<file path="src/hdl/radio_defs.svh">
`ifndef RADIO_DEFS_SVH
`define RADIO_DEFS_SVH

// --------------------------------------------------
// Receiver count, 1 to 7
// --------------------------------------------------
`define RADIO_NR 3

// Frequency to phase step for a 76.8 MHz clock
// M2 is 2^57 / fclk
`define RADIO_M2 32'd1876499845
// Rounding term, 2^24
`define RADIO_M3 32'd16777216
// Low bit of the 32-bit phase slice in the product
`define RADIO_PHASE_LSB 25

// Command addresses
`define ADDR_CTRL 6'h00
`define ADDR_TX0 6'h01
`define ADDR_RX0 6'h02
`define ADDR_RX1 6'h03

// Full CW envelope level
`define CW_MAX_LEVEL 19'h4d800

`endif

</file>
<file path="src/hdl/radio_ctrl_pkg.sv">
`include "radio_defs.svh"

package radio_ctrl_pkg;

  // --------------------------------------------------
  // Scalar widths
  // --------------------------------------------------
  // NCO phase increment
  typedef logic [31:0] phase_t;
  // Receiver channel number
  typedef logic [4:0] chan_t;
  // Command slave address and data
  typedef logic [5:0] cmd_addr_t;
  typedef logic [31:0] cmd_data_t;
  // CW envelope amplitude
  typedef logic [18:0] cw_level_t;

  // --------------------------------------------------
  // Control bundles
  // --------------------------------------------------
  // Settings from the control word at address 0
  typedef struct packed {
    chan_t last_chan;
    logic  duplex;
  } radio_ctrl_t;

  // Latched frequency request, commit pulses once
  typedef struct packed {
    cmd_addr_t addr;
    cmd_data_t data;
    logic      commit;
  } freq_wr_t;

  // One phase word per receiver
  typedef phase_t [`RADIO_NR-1:0] phase_bank_t;

endpackage

</file>
<file path="src/hdl/radio_stream_pkg.sv">
`include "radio_defs.svh"

package radio_stream_pkg;

  // Receiver output sample, two's complement
  typedef logic signed [23:0] sample_t;

  // I and Q of one receiver
  typedef struct packed {
    sample_t i;
    sample_t q;
  } iq_sample_t;

  // Samples of all receivers at one strobe
  typedef iq_sample_t [`RADIO_NR-1:0] iq_bank_t;

  // One upstream beat, last marks the end of a frame
  typedef struct packed {
    sample_t data;
    logic    last;
  } rx_beat_t;

endpackage

</file>
<file path="src/hdl/cmd_decoder.sv">
`timescale 1ns/1ps
`include "radio_defs.svh"

module cmd_decoder import radio_ctrl_pkg::*; (
  input  logic        clk,
  input  logic        rst_n_i,
  input  logic        cmd_rqst_i,
  input  cmd_addr_t   cmd_addr_i,
  input  cmd_data_t   cmd_data_i,
  output logic        cmd_ack_o,
  output radio_ctrl_t ctrl_o,
  output freq_wr_t    freq_wr_o
);

  // Idle, then three cycles for the phase multiply
  typedef enum logic [1:0] {
    CMD_IDLE,
    CMD_FREQ1,
    CMD_FREQ2,
    CMD_FREQ3
  } cmd_state_t;

  cmd_state_t  state_q;
  radio_ctrl_t ctrl_q;
  cmd_addr_t   addr_q;
  cmd_data_t   data_q;
  logic        is_ctrl;
  logic        is_freq;
  chan_t       chan_req;
  chan_t       chan_sat;

  // --------------------------------------------------
  // Address decode
  // --------------------------------------------------
  assign is_ctrl = (cmd_addr_i == `ADDR_CTRL);
  // TX0 plus one RX address per receiver
  assign is_freq = (cmd_addr_i >= `ADDR_TX0) &&
                   (cmd_addr_i <= cmd_addr_t'(`ADDR_RX0 + `RADIO_NR - 1));

  // Last channel field, clipped to the highest receiver
  assign chan_req = cmd_data_i[7:3];
  assign chan_sat = (chan_req > chan_t'(`RADIO_NR - 1)) ? chan_t'(`RADIO_NR - 1) : chan_req;

  // --------------------------------------------------
  // Command FSM and control registers
  // --------------------------------------------------
  always_ff @(posedge clk) begin
    if (!rst_n_i) begin
      state_q <= CMD_IDLE;
      ctrl_q  <= '0;
    end else begin
      case (state_q)
        CMD_IDLE: begin
          // Control writes take effect here, no ack
          if (cmd_rqst_i && is_ctrl) begin
            ctrl_q.last_chan <= chan_sat;
            ctrl_q.duplex    <= cmd_data_i[2];
          end
          if (cmd_rqst_i && is_freq) state_q <= CMD_FREQ1;
        end
        CMD_FREQ1: state_q <= CMD_FREQ2;
        CMD_FREQ2: state_q <= CMD_FREQ3;
        default:   state_q <= CMD_IDLE;
      endcase
    end
  end

  // Request fields only held for the accept cycle
  always_ff @(posedge clk) begin
    if (state_q == CMD_IDLE && cmd_rqst_i && is_freq) begin
      addr_q <= cmd_addr_i;
      data_q <= cmd_data_i;
    end
  end

  // Ack and commit together in the last busy cycle
  assign cmd_ack_o = (state_q == CMD_FREQ3);
  assign ctrl_o    = ctrl_q;

  always_comb begin
    freq_wr_o.addr   = addr_q;
    freq_wr_o.data   = data_q;
    freq_wr_o.commit = (state_q == CMD_FREQ3);
  end

endmodule

</file>
<file path="src/hdl/phase_table.sv">
`timescale 1ns/1ps
`include "radio_defs.svh"

module phase_table import radio_ctrl_pkg::*; (
  input  logic        clk,
  input  logic        rst_n_i,
  input  freq_wr_t    freq_wr_i,
  input  radio_ctrl_t ctrl_i,
  output phase_t      tx_phase_o,
  output phase_bank_t rx_phase_o
);

  logic [63:0] prod_q;
  phase_t      phase_q;
  phase_t      tx_q;
  phase_bank_t rx_q;
  logic        simplex;

  // --------------------------------------------------
  // Multiply and round, two register stages
  // --------------------------------------------------
  // Request data is stable from the accept edge, so the
  // slice is settled by the commit cycle
  always_ff @(posedge clk) begin
    prod_q  <= 64'(freq_wr_i.data) * 64'(`RADIO_M2) + 64'(`RADIO_M3);
    phase_q <= prod_q[`RADIO_PHASE_LSB +: 32];
  end

  // RX0 follows TX0 with one receiver and no duplex
  assign simplex = !ctrl_i.duplex && (ctrl_i.last_chan == '0);

  // --------------------------------------------------
  // Phase registers
  // --------------------------------------------------
  always_ff @(posedge clk) begin
    if (!rst_n_i) begin
      tx_q <= '0;
      rx_q <= '0;
    end else if (freq_wr_i.commit) begin
      if (freq_wr_i.addr == `ADDR_TX0) begin
        tx_q <= phase_q;
        if (simplex) rx_q[0] <= phase_q;
      end
      // Simplex takes the current TX0 word, not the new one
      if (freq_wr_i.addr == `ADDR_RX0) begin
        rx_q[0] <= simplex ? tx_q : phase_q;
      end
      for (int k = 1; k < `RADIO_NR; k++) begin
        if (freq_wr_i.addr == cmd_addr_t'(`ADDR_RX1 + k - 1)) rx_q[k] <= phase_q;
      end
    end
  end

  assign tx_phase_o = tx_q;
  assign rx_phase_o = rx_q;

endmodule

</file>
<file path="src/hdl/cw_shaper.sv">
`timescale 1ns/1ps
`include "radio_defs.svh"

module cw_shaper import radio_ctrl_pkg::*; (
  input  logic      clk,
  input  logic      rst_n_i,
  input  logic      cw_key_i,
  output logic      tx_cw_key_o,
  output cw_level_t cw_level_o
);

  // Receive, key held down, ramping down after release
  typedef enum logic [1:0] {
    CW_RX,
    CW_DOWN,
    CW_UP
  } cw_state_t;

  cw_state_t state_q;
  cw_level_t level_q;

  // --------------------------------------------------
  // Key FSM and linear ramp
  // --------------------------------------------------
  always_ff @(posedge clk) begin
    if (!rst_n_i) begin
      state_q <= CW_RX;
      level_q <= '0;
    end else begin
      case (state_q)
        CW_RX: begin
          level_q <= '0;
          if (cw_key_i) state_q <= CW_DOWN;
        end
        CW_DOWN: begin
          // Rise one step per clock, hold at the cap
          if (level_q != `CW_MAX_LEVEL) level_q <= level_q + cw_level_t'(1);
          if (!cw_key_i) state_q <= CW_UP;
        end
        default: begin
          // Back to receive one edge after reaching zero
          if (level_q == '0) state_q <= CW_RX;
          else level_q <= level_q - cw_level_t'(1);
        end
      endcase
    end
  end

  // Transmitter stays keyed until the envelope is gone
  assign tx_cw_key_o = (state_q != CW_RX);
  assign cw_level_o  = level_q;

endmodule

</file>
<file path="src/hdl/rx_frame_packer.sv">
`timescale 1ns/1ps

module rx_frame_packer import radio_ctrl_pkg::*, radio_stream_pkg::*; (
  input  logic        clk,
  input  logic        rst_n_i,
  input  logic        rx_strobe_i,
  input  iq_bank_t    rx_iq_i,
  input  radio_ctrl_t ctrl_i,
  output rx_beat_t    rx_beat_o,
  output logic        rx_valid_o,
  input  logic        rx_ready_i
);

  logic     armed_q;
  logic     valid_q;
  // Low for I, high for Q
  logic     half_q;
  chan_t    chan_q;
  chan_t    last_q;
  iq_bank_t bank_q;
  logic     start;
  logic     accept;
  logic     final_beat;

  // New frame only from idle after the strobe went low
  assign start      = rx_strobe_i && armed_q && !valid_q;
  assign accept     = valid_q && rx_ready_i;
  assign final_beat = half_q && (chan_q == last_q);

  // --------------------------------------------------
  // Frame control
  // --------------------------------------------------
  always_ff @(posedge clk) begin
    if (!rst_n_i) begin
      armed_q <= 1'b0;
      valid_q <= 1'b0;
      half_q  <= 1'b0;
      chan_q  <= '0;
    end else if (start) begin
      armed_q <= 1'b0;
      valid_q <= 1'b1;
      half_q  <= 1'b0;
      chan_q  <= '0;
    end else begin
      // Strobe low only counts while idle
      if (!valid_q && !rx_strobe_i) armed_q <= 1'b1;
      if (accept) begin
        if (!half_q) begin
          half_q <= 1'b1;
        end else if (final_beat) begin
          valid_q <= 1'b0;
        end else begin
          half_q <= 1'b0;
          chan_q <= chan_q + chan_t'(1);
        end
      end
    end
  end

  // Sample set and channel count frozen for the frame
  always_ff @(posedge clk) begin
    if (start) begin
      bank_q <= rx_iq_i;
      last_q <= ctrl_i.last_chan;
    end
  end

  // --------------------------------------------------
  // Beat output, held by the registers under back-pressure
  // --------------------------------------------------
  always_comb begin
    rx_beat_o.data = half_q ? bank_q[chan_q].q : bank_q[chan_q].i;
    rx_beat_o.last = final_beat;
  end

  assign rx_valid_o = valid_q;

endmodule

</file>
<file path="src/hdl/radio_core.sv">
`timescale 1ns/1ps

module radio_core import radio_ctrl_pkg::*, radio_stream_pkg::*; (
  input  logic        clk,
  input  logic        rst_n_i,
  // Command slave
  input  logic        cmd_rqst_i,
  input  cmd_addr_t   cmd_addr_i,
  input  cmd_data_t   cmd_data_i,
  output logic        cmd_ack_o,
  // NCO phase words
  output phase_t      tx_phase_o,
  output phase_bank_t rx_phase_o,
  // Receiver samples and upstream beats
  input  logic        rx_strobe_i,
  input  iq_bank_t    rx_iq_i,
  output rx_beat_t    rx_beat_o,
  output logic        rx_valid_o,
  input  logic        rx_ready_i,
  // CW keying
  input  logic        cw_key_i,
  output logic        tx_cw_key_o,
  output cw_level_t   cw_level_o
);

  radio_ctrl_t ctrl;
  freq_wr_t    freq_wr;

  // --------------------------------------------------
  // Decode
  // --------------------------------------------------
  cmd_decoder u_cmd_decoder (
    .clk        (clk),
    .rst_n_i    (rst_n_i),
    .cmd_rqst_i (cmd_rqst_i),
    .cmd_addr_i (cmd_addr_i),
    .cmd_data_i (cmd_data_i),
    .cmd_ack_o  (cmd_ack_o),
    .ctrl_o     (ctrl),
    .freq_wr_o  (freq_wr)
  );

  // --------------------------------------------------
  // Execute
  // --------------------------------------------------
  phase_table u_phase_table (
    .clk        (clk),
    .rst_n_i    (rst_n_i),
    .freq_wr_i  (freq_wr),
    .ctrl_i     (ctrl),
    .tx_phase_o (tx_phase_o),
    .rx_phase_o (rx_phase_o)
  );

  cw_shaper u_cw_shaper (
    .clk         (clk),
    .rst_n_i     (rst_n_i),
    .cw_key_i    (cw_key_i),
    .tx_cw_key_o (tx_cw_key_o),
    .cw_level_o  (cw_level_o)
  );

  // --------------------------------------------------
  // Result
  // --------------------------------------------------
  rx_frame_packer u_rx_frame_packer (
    .clk         (clk),
    .rst_n_i     (rst_n_i),
    .rx_strobe_i (rx_strobe_i),
    .rx_iq_i     (rx_iq_i),
    .ctrl_i      (ctrl),
    .rx_beat_o   (rx_beat_o),
    .rx_valid_o  (rx_valid_o),
    .rx_ready_i  (rx_ready_i)
  );

endmodule

</file>
<file path="config.mk">
export PLATFORM = sky130hd
export DESIGN_NAME = radio_core
export DESIGN_NICKNAME = d
export VERILOG_FILES = /design/src/hdl/radio_ctrl_pkg.sv /design/src/hdl/radio_stream_pkg.sv /design/src/hdl/cmd_decoder.sv /design/src/hdl/phase_table.sv /design/src/hdl/cw_shaper.sv /design/src/hdl/rx_frame_packer.sv /design/src/hdl/radio_core.sv
export VERILOG_INCLUDE_DIRS = /design/src /design/src/hdl
export SDC_FILE = /design/constraint.sdc
export NUM_CORES = 2
export LEC_CHECK = 0
export ABC_AREA = 1
export BUFFER_PORTS_ARGS = -buffer_cell sky130_fd_sc_hd__buf_2
export CAP_MARGIN = 20
export CORE_MARGIN = 3
export CORE_UTILIZATION = 30
export CTS_CLUSTER_SIZE = 14
export DETAILED_ROUTE_END_ITERATION = 16
export PLACE_DENSITY = 0.55
export SYNTH_ARGS = -nofsm -noshare
export SYNTH_HDL_FRONTEND = slang
export SYNTH_SLANG_ARGS = --single-unit
</file>
<file path="constraint.sdc">
create_clock -name clk -period 9.3 [get_ports clk]
set_input_delay 0.93 -clock clk [delete_from_list [all_inputs] [get_ports clk]]
set_output_delay 0.93 -clock clk [all_outputs]
set_load 0.05 [all_outputs]
</file>
### Word-level counts from Yosys, hierarchy flattened

Index checks and enable logic that the tools add are counted.

| storage, ports and cells | value |
|---|---|
| output and inout port bits | 175 |
| word-level logic and storage cells | 109 |
| input port bits | 188 |
| bits in registers | 441 |

| operators by class | value |
|---|---|
| $add $sub $neg | 4 |
| multipliers | 1 |
| $lt $le $gt $ge | 4 |
| reduce and logical (&&, ||, !) cells | 36 |
| muxes and demuxes | 23 |
| equality and inequality tests | 15 |
| bitwise gates (word level) | 2 |

Operator list:

| operator | count |
|---|---|
| 32-bit two-way mux | 4 |
| 48-bit binary-select mux with 2-bit select | 1 |
| 57-bit by 25-bit adder with 57-bit output, second input constant | 1 |
| 32-bit by 31-bit multiplier with 57-bit output, second input constant | 1 |
| 48-bit two-way mux | 1 |
| 19-bit two-way mux | 2 |
| 19-bit case mux with 2 select lines | 1 |
| 24-bit two-way mux | 1 |
| 19-bit by 1-bit adder with 19-bit output, second input constant | 1 |
| 19-bit logical NOT | 1 |
| 19-bit inequality test, second input constant | 1 |
| 19-bit by 1-bit subtractor with 19-bit output, second input constant | 1 |
| 6-bit by 2-bit equality test with 1-bit output, second input constant | 2 |
| 3-bit AND reduction | 4 |
| 2-bit nonzero test | 6 |
| 1-bit logical AND | 11 |
| 2-bit AND reduction | 5 |
| 2-bit two-way mux | 4 |
| 6-bit by 1-bit equality test with 1-bit output, second input constant | 1 |
| 6-bit by 3-bit equality test with 1-bit output, second input constant | 1 |
| 6-bit by 1-bit >= comparator with 1-bit output, second input constant | 1 |
| 6-bit by 3-bit less-or-equal comparator with 1-bit output, second input constant | 1 |
| 6-bit logical NOT | 1 |
| 1-bit two-way mux | 6 |
| other kinds (18) | 26 |

### Depth between registers and ports, before layout

| depth | value |
|---|---|
| depth in word-level cells | 6 |
| mapped depth | 28 |
| depth with buffers taken out | 28 |

### Cells and area by module

Synthesis repeated with hierarchy kept, for this count alone.

| unflattened totals | value |
|---|---|
| cell total of the unflattened synthesis | 3525 |
| area total of the unflattened synthesis | 32665.1 um^2 |

By module, submodules not included:

| module | times used | area each (um^2) | cells each | seq. area each (um^2) |
|---|---|---|---|---|
| phase_table | 1 | 23214.8 | 2683 | 3843.7 |
| rx_frame_packer | 1 | 6067.1 | 463 | 4634.4 |
| cw_shaper | 1 | 1801.7 | 277 | 420.4 |
| cmd_decoder | 1 | 1581.5 | 102 | 1301.2 |

### Least setup slack after synthesis

OpenSTA, ideal clock, no wires.

| timing | value |
|---|---|
| path type | in2reg |
| start point | in rx_strobe_i |
| end point | reg u_rx_frame_packer.bank_q[0] (netlist name), enable pin |
| slack | 1.446 ns |
| setup time | 0.660 ns |
| data required time | 8.640 ns |
| stages on the path | 2 |
| buffers on the path | 0 |
| arrival time | 7.194 ns |
| path through | nand2_1 > nor2_1 |

| between the ends | value |
|---|---|
| cells in the longest elaborated chain, start to end | 2 |

Ends and longest elaborated chain:

| item | line | source |
|---|---|---|
| from (decl) | radio_core.sv:15 | `input logic rx_strobe_i,` |
| 1-bit logical AND (2 in a row) | rx_frame_packer.sv:26 | `assign start = rx_strobe_i && armed_q && !valid_q;` |
| named net u_rx_frame_packer.start | rx_frame_packer.sv:21 | `logic start;` |
| to (signal assigned) | rx_frame_packer.sv:63 | `bank_q <= rx_iq_i;` |
| to (decl) | rx_frame_packer.sv:20 | `iq_bank_t bank_q;` |

The timed path passes the listed nets, and every way through them passes these cells.
A chain may end at the register's enable or synchronous reset.

### Worst setup path after layout

| timing | value |
|---|---|
| start point | reg u_cmd_decoder.data_q[11] |
| end point | reg u_phase_table.prod_q[45] |

| between the ends | value |
|---|---|
| cells in the longest elaborated chain, start to end | 2 |

Ends and longest elaborated chain:

| item | line | source |
|---|---|---|
| from (decl) | cmd_decoder.sv:26 | `cmd_data_t data_q;` |
| from (signal assigned) | cmd_decoder.sv:72 | `data_q <= cmd_data_i;` |
| 32-bit by 31-bit multiplier with 57-bit output | phase_table.sv:25 | `` prod_q <= 64'(freq_wr_i.data) * 64'(`RADIO_M2) + 64'(`RADIO_M3); `` |
| 57-bit by 25-bit adder with 57-bit output | phase_table.sv:25 |  |
| to (signal assigned) | phase_table.sv:25 |  |
| to (decl) | phase_table.sv:13 | `logic [63:0] prod_q;` |

No other way between the ends.

==> results.json <==
{
  "dr_total_vias": 24792,
  "slew_headroom_pct": 28.1,
  "synth-seq-area-share_pct": 31.6,
  "yosysTopAreaCell": "fa_1",
  "synth_fp_nets": 4426,
  "whs_path_depth": 0,
  "rsz0062_at_grt": "false",
  "portBuffers": 362,
  "io_pins": 363,
  "hp-class": "reg -> reg",
  "fp.dieH_um": 334,
  "clock_path_buffers": 3,
  "setup_ws_ns": 2.26,
  "slew_violations": 0,
  "syn_area_per_cell_um2": 9.21,
  "syn_to_final_growth_pct": 16.1,
  "synth_compound_area_share_pct": 7.48,
  "worstHoldStart": "u_phase_table.prod_q[42]$_DFF_P_",
  "syn_area_um2": 32300,
  "ys_async_sr_fraction_pct": 0,
  "setup_viol": 0,
  "layout-drive-gt1-share_pct": 12.2,
  "root_buffer": "clkbuf_16",
  "synth_edf_count": 187,
  "dp_hpwl_mm": 86.5,
  "wl_mm": 105,
  "synthMuxAreaShare_pct": 0,
  "peakVddDrop_uv": 366,
  "cp.required_ns": 9.81,
  "synth_top_cells_by_area": "fa_1 24%, edfxtp_1 17%, dfxtp_1 14%, ha_1 13%, inv_1 8.3%",
  "placedCellCount": 5205,
  "finalNetCount": 4782,
  "r2r_cells": 24,
  "max_clock_freq_mhz": 142,
  "grt_pass1_vias": 25684,
  "finalNonFillerCells": 5299,
  "final_util_pct": 35.4,
  "powerDensity_nw_per_um2": 361,
  "synth_top_family_by_area": "adder cells",
  "clock_skew_ns": 0.0251,
  "core_area_um2": 106000,
  "rows": 119,
  "crit_type": "reg -> reg",
  "placed_area_um2": 35700,
  "cp.arrival_ns": 7.55,
  "synth-main-ff-cell": "dfxtp_1",
  "dieArea_um2": 112000,
  "yosys_warnings": 0,
  "rr_endpoint": "u_phase_table.prod_q[45]$_DFF_P_",
  "preCtsSetupSlack_ns": 2.24,
  "drt-initial-drc-count": 1592,
  "grt_overflow": 0,
  "cts_tree": "done",
  "ant_nets": 0,
  "min_period_ns": 7.04,
  "path_max_fanout": 8,
  "holdBufCountCts": 0,
  "cts_resized": 0,
  "worstHoldEndpoint": "u_phase_table.phase_q[17]$_DFF_P_",
  "synth_adder_area_share_pct": 37.3,
  "cts_buffers": 48,
  "reg2reg_from": "u_cmd_decoder.data_q[11]$_DFFE_PP_",
  "first_pass_iters": 5,
  "fin_crit_sh_pct": 75.7,
  "grt_pass1_wl_mm": 157,
  "path_clk_slew_ns": 0.06,
  "place_congestion": 0.946,
  "drc": 0,
  "antenna_found_initial": 8,
  "die_w_um": 334,
  "fin_area_um2": 37500,
  "endpoint_kind": "flop",
  "status": "complete, no violations",
  "wl_per_cell_um": 19.8,
  "htree_levels": 2,
  "syn-instance-count": 3510,
  "cts_setup_buffers": 0,
  "start_util_pct": 30.5,
  "leakagePower_nw": 18.5,
  "max-cap-violations": 0,
  "viasPerCell": 4.68,
  "hold_viol_final": 0,
  "cts_sinks": 416,
  "synthSimpleGateAreaFrac_pct": 13.6,
  "grt_max_degree": 123,
  "yosys.cell_types.count": 41,
  "worst_slew_pin_slew_ns": 1.08,
  "ys_ff_latch": 416,
  "synth-xor-area-share_pct": 0.759,
  "synth_top_cell_area_share_pct": 24.3,
  "cp-start-kind": "flop",
  "grt_use_total_pct": 18.6,
  "ff2ff_setup_slack_ns": 2.26,
  "clkLatencyLatePin_ns": 0.63,
  "fin_setup_tns_ns": 0
}
==> per-layer routing <==
metal	up-vias	GRT usage, %	routed length, um
met5	-	0	69
met4	10	5.60	3180
met3	148	3.35	6820
met2	704	32.1	50100
met1	12125	23.7	44700
li1	11805	-	-
==> kinds of logic after synthesis <==
kind of cell | after synthesis
DFF | 416
buffers and inverters | 798
xor gates and xnor gates | 28
AOI/OAI and AO/OA | 453
and+or+nand+nor | 1087
adders and majority gates | 728
==> through the flow <==
step / hold WS, ns / power (mW)
after floorplan: 0.310 / 8.49
after global placement: 0.311 / 11.5
after detailed placement: 0.312 / 11.4
after CTS: 0.323 / 13.6
after global routing: 0.330 / 14.9
final: 0.320 / 13.5
==> cells in the mapped netlist (28+ instances only) <==
| master | number |
|---|---|
| inv_1 | 718 |
| a31oi_1 | 32 |
| nand3_1 | 107 |
| nand2_1 | 482 |
| fa_1 | 393 |
| edfxtp_1 | 187 |
| nor3_1 | 28 |
| ha_1 | 335 |
| a21oi_1 | 100 |
| dfxtp_1 | 229 |
| clkbuf_1 | 66 |
| nor2_1 | 429 |
| o21ai_0 | 258 |
==> placed cells by master, fill, tap and decap left out, types with 28 or more instances in the layout <==
cell type / n
inv_1: 718
nor2_1: 427
ha_1: 335
nand3_1: 107
nor3_1: 28
a21oi_1: 100
dfxtp_1: 228
a31oi_1: 32
nand2_1: 482
o21ai_0: 258
fa_1: 393
buf_2: 361
clkbuf_16: 48
edfxtp_1: 187
==> critical path, stage by stage (launching register included) <==
cell and delay, ns:
edfxtp_1 0.67, fa_1 0.63, fa_1 0.42, inv_1 0.08
fa_1 0.45, fa_1 0.49, inv_1 0.10, fa_1 0.51
inv_1 0.05, fa_1 0.53, inv_1 0.07, fa_1 0.50
inv_1 0.05, fa_1 0.47, inv_1 0.04, ha_1 0.41
nand2_1 0.13, nor2_1 0.21, inv_1 0.06, o21ai_0 0.47
a21oi_1 0.08, nand2_1 0.21, nand2_1 0.14, nand3_1 0.09
nand2_1 0.06
==> registers in the layout, summed over array words and instances, names as in the netlist <==
name / flops
u_cw_shaper.cw_level_o: 19
u_phase_table.rx_phase_o: 96
u_phase_table.tx_phase_o: 32
u_cmd_decoder.ctrl_o: 6
u_rx_frame_packer.chan_q: 5
u_phase_table.prod_q: 32
u_cmd_decoder.data_q: 32
u_cmd_decoder.addr_q: 6
u_phase_table.phase_q: 32
u_rx_frame_packer.half_q: 1
u_rx_frame_packer.bank_q: 144
u_rx_frame_packer.armed_q: 1
u_rx_frame_packer.last_q: 5
u_cmd_decoder.state_q: 2
u_rx_frame_packer.rx_valid_o: 1
u_cw_shaper.state_q: 2
==> how the worst max path moves through the flow <==
stage	startpoint	endpoint	cells after the start
after floorplan	rx_strobe_i	u_rx_frame_packer.bank_q[0]$_DFFE_PP_	2
after global placement	u_cmd_decoder.data_q[3]$_DFFE_PP_	u_phase_table.prod_q[45]$_DFF_P_	22
after detailed placement	u_cmd_decoder.data_q[3]$_DFFE_PP_	u_phase_table.prod_q[45]$_DFF_P_	22
after CTS	u_cmd_decoder.data_q[3]$_DFFE_PP_	u_phase_table.prod_q[45]$_DFF_P_	22
after global routing	u_cmd_decoder.data_q[3]$_DFFE_PP_	u_phase_table.prod_q[45]$_DFF_P_	22
final	u_cmd_decoder.data_q[11]$_DFFE_PP_	u_phase_table.prod_q[45]$_DFF_P_	24
==> final cells by class <==
cell class	instances	area [um2]
fillers	11001	68500
repair buffers	382	2000
clock buffers	55	1240
diodes	3	7.51
flip-flops and latches	416	10200
clock inverters	34	480
multi-input cells	2296	19100
inverters	722	2710
well taps	1391	1740
==> report_power, final <==
group	switching, mW	total [mW]	internal (mW)
sequential	0.194	2.40	2.21
combinational	6.00	9.11	3.10
clock	0.820	2.04	1.22
total	7.02	13.5	6.53
(Power assumes the default switching activity.)
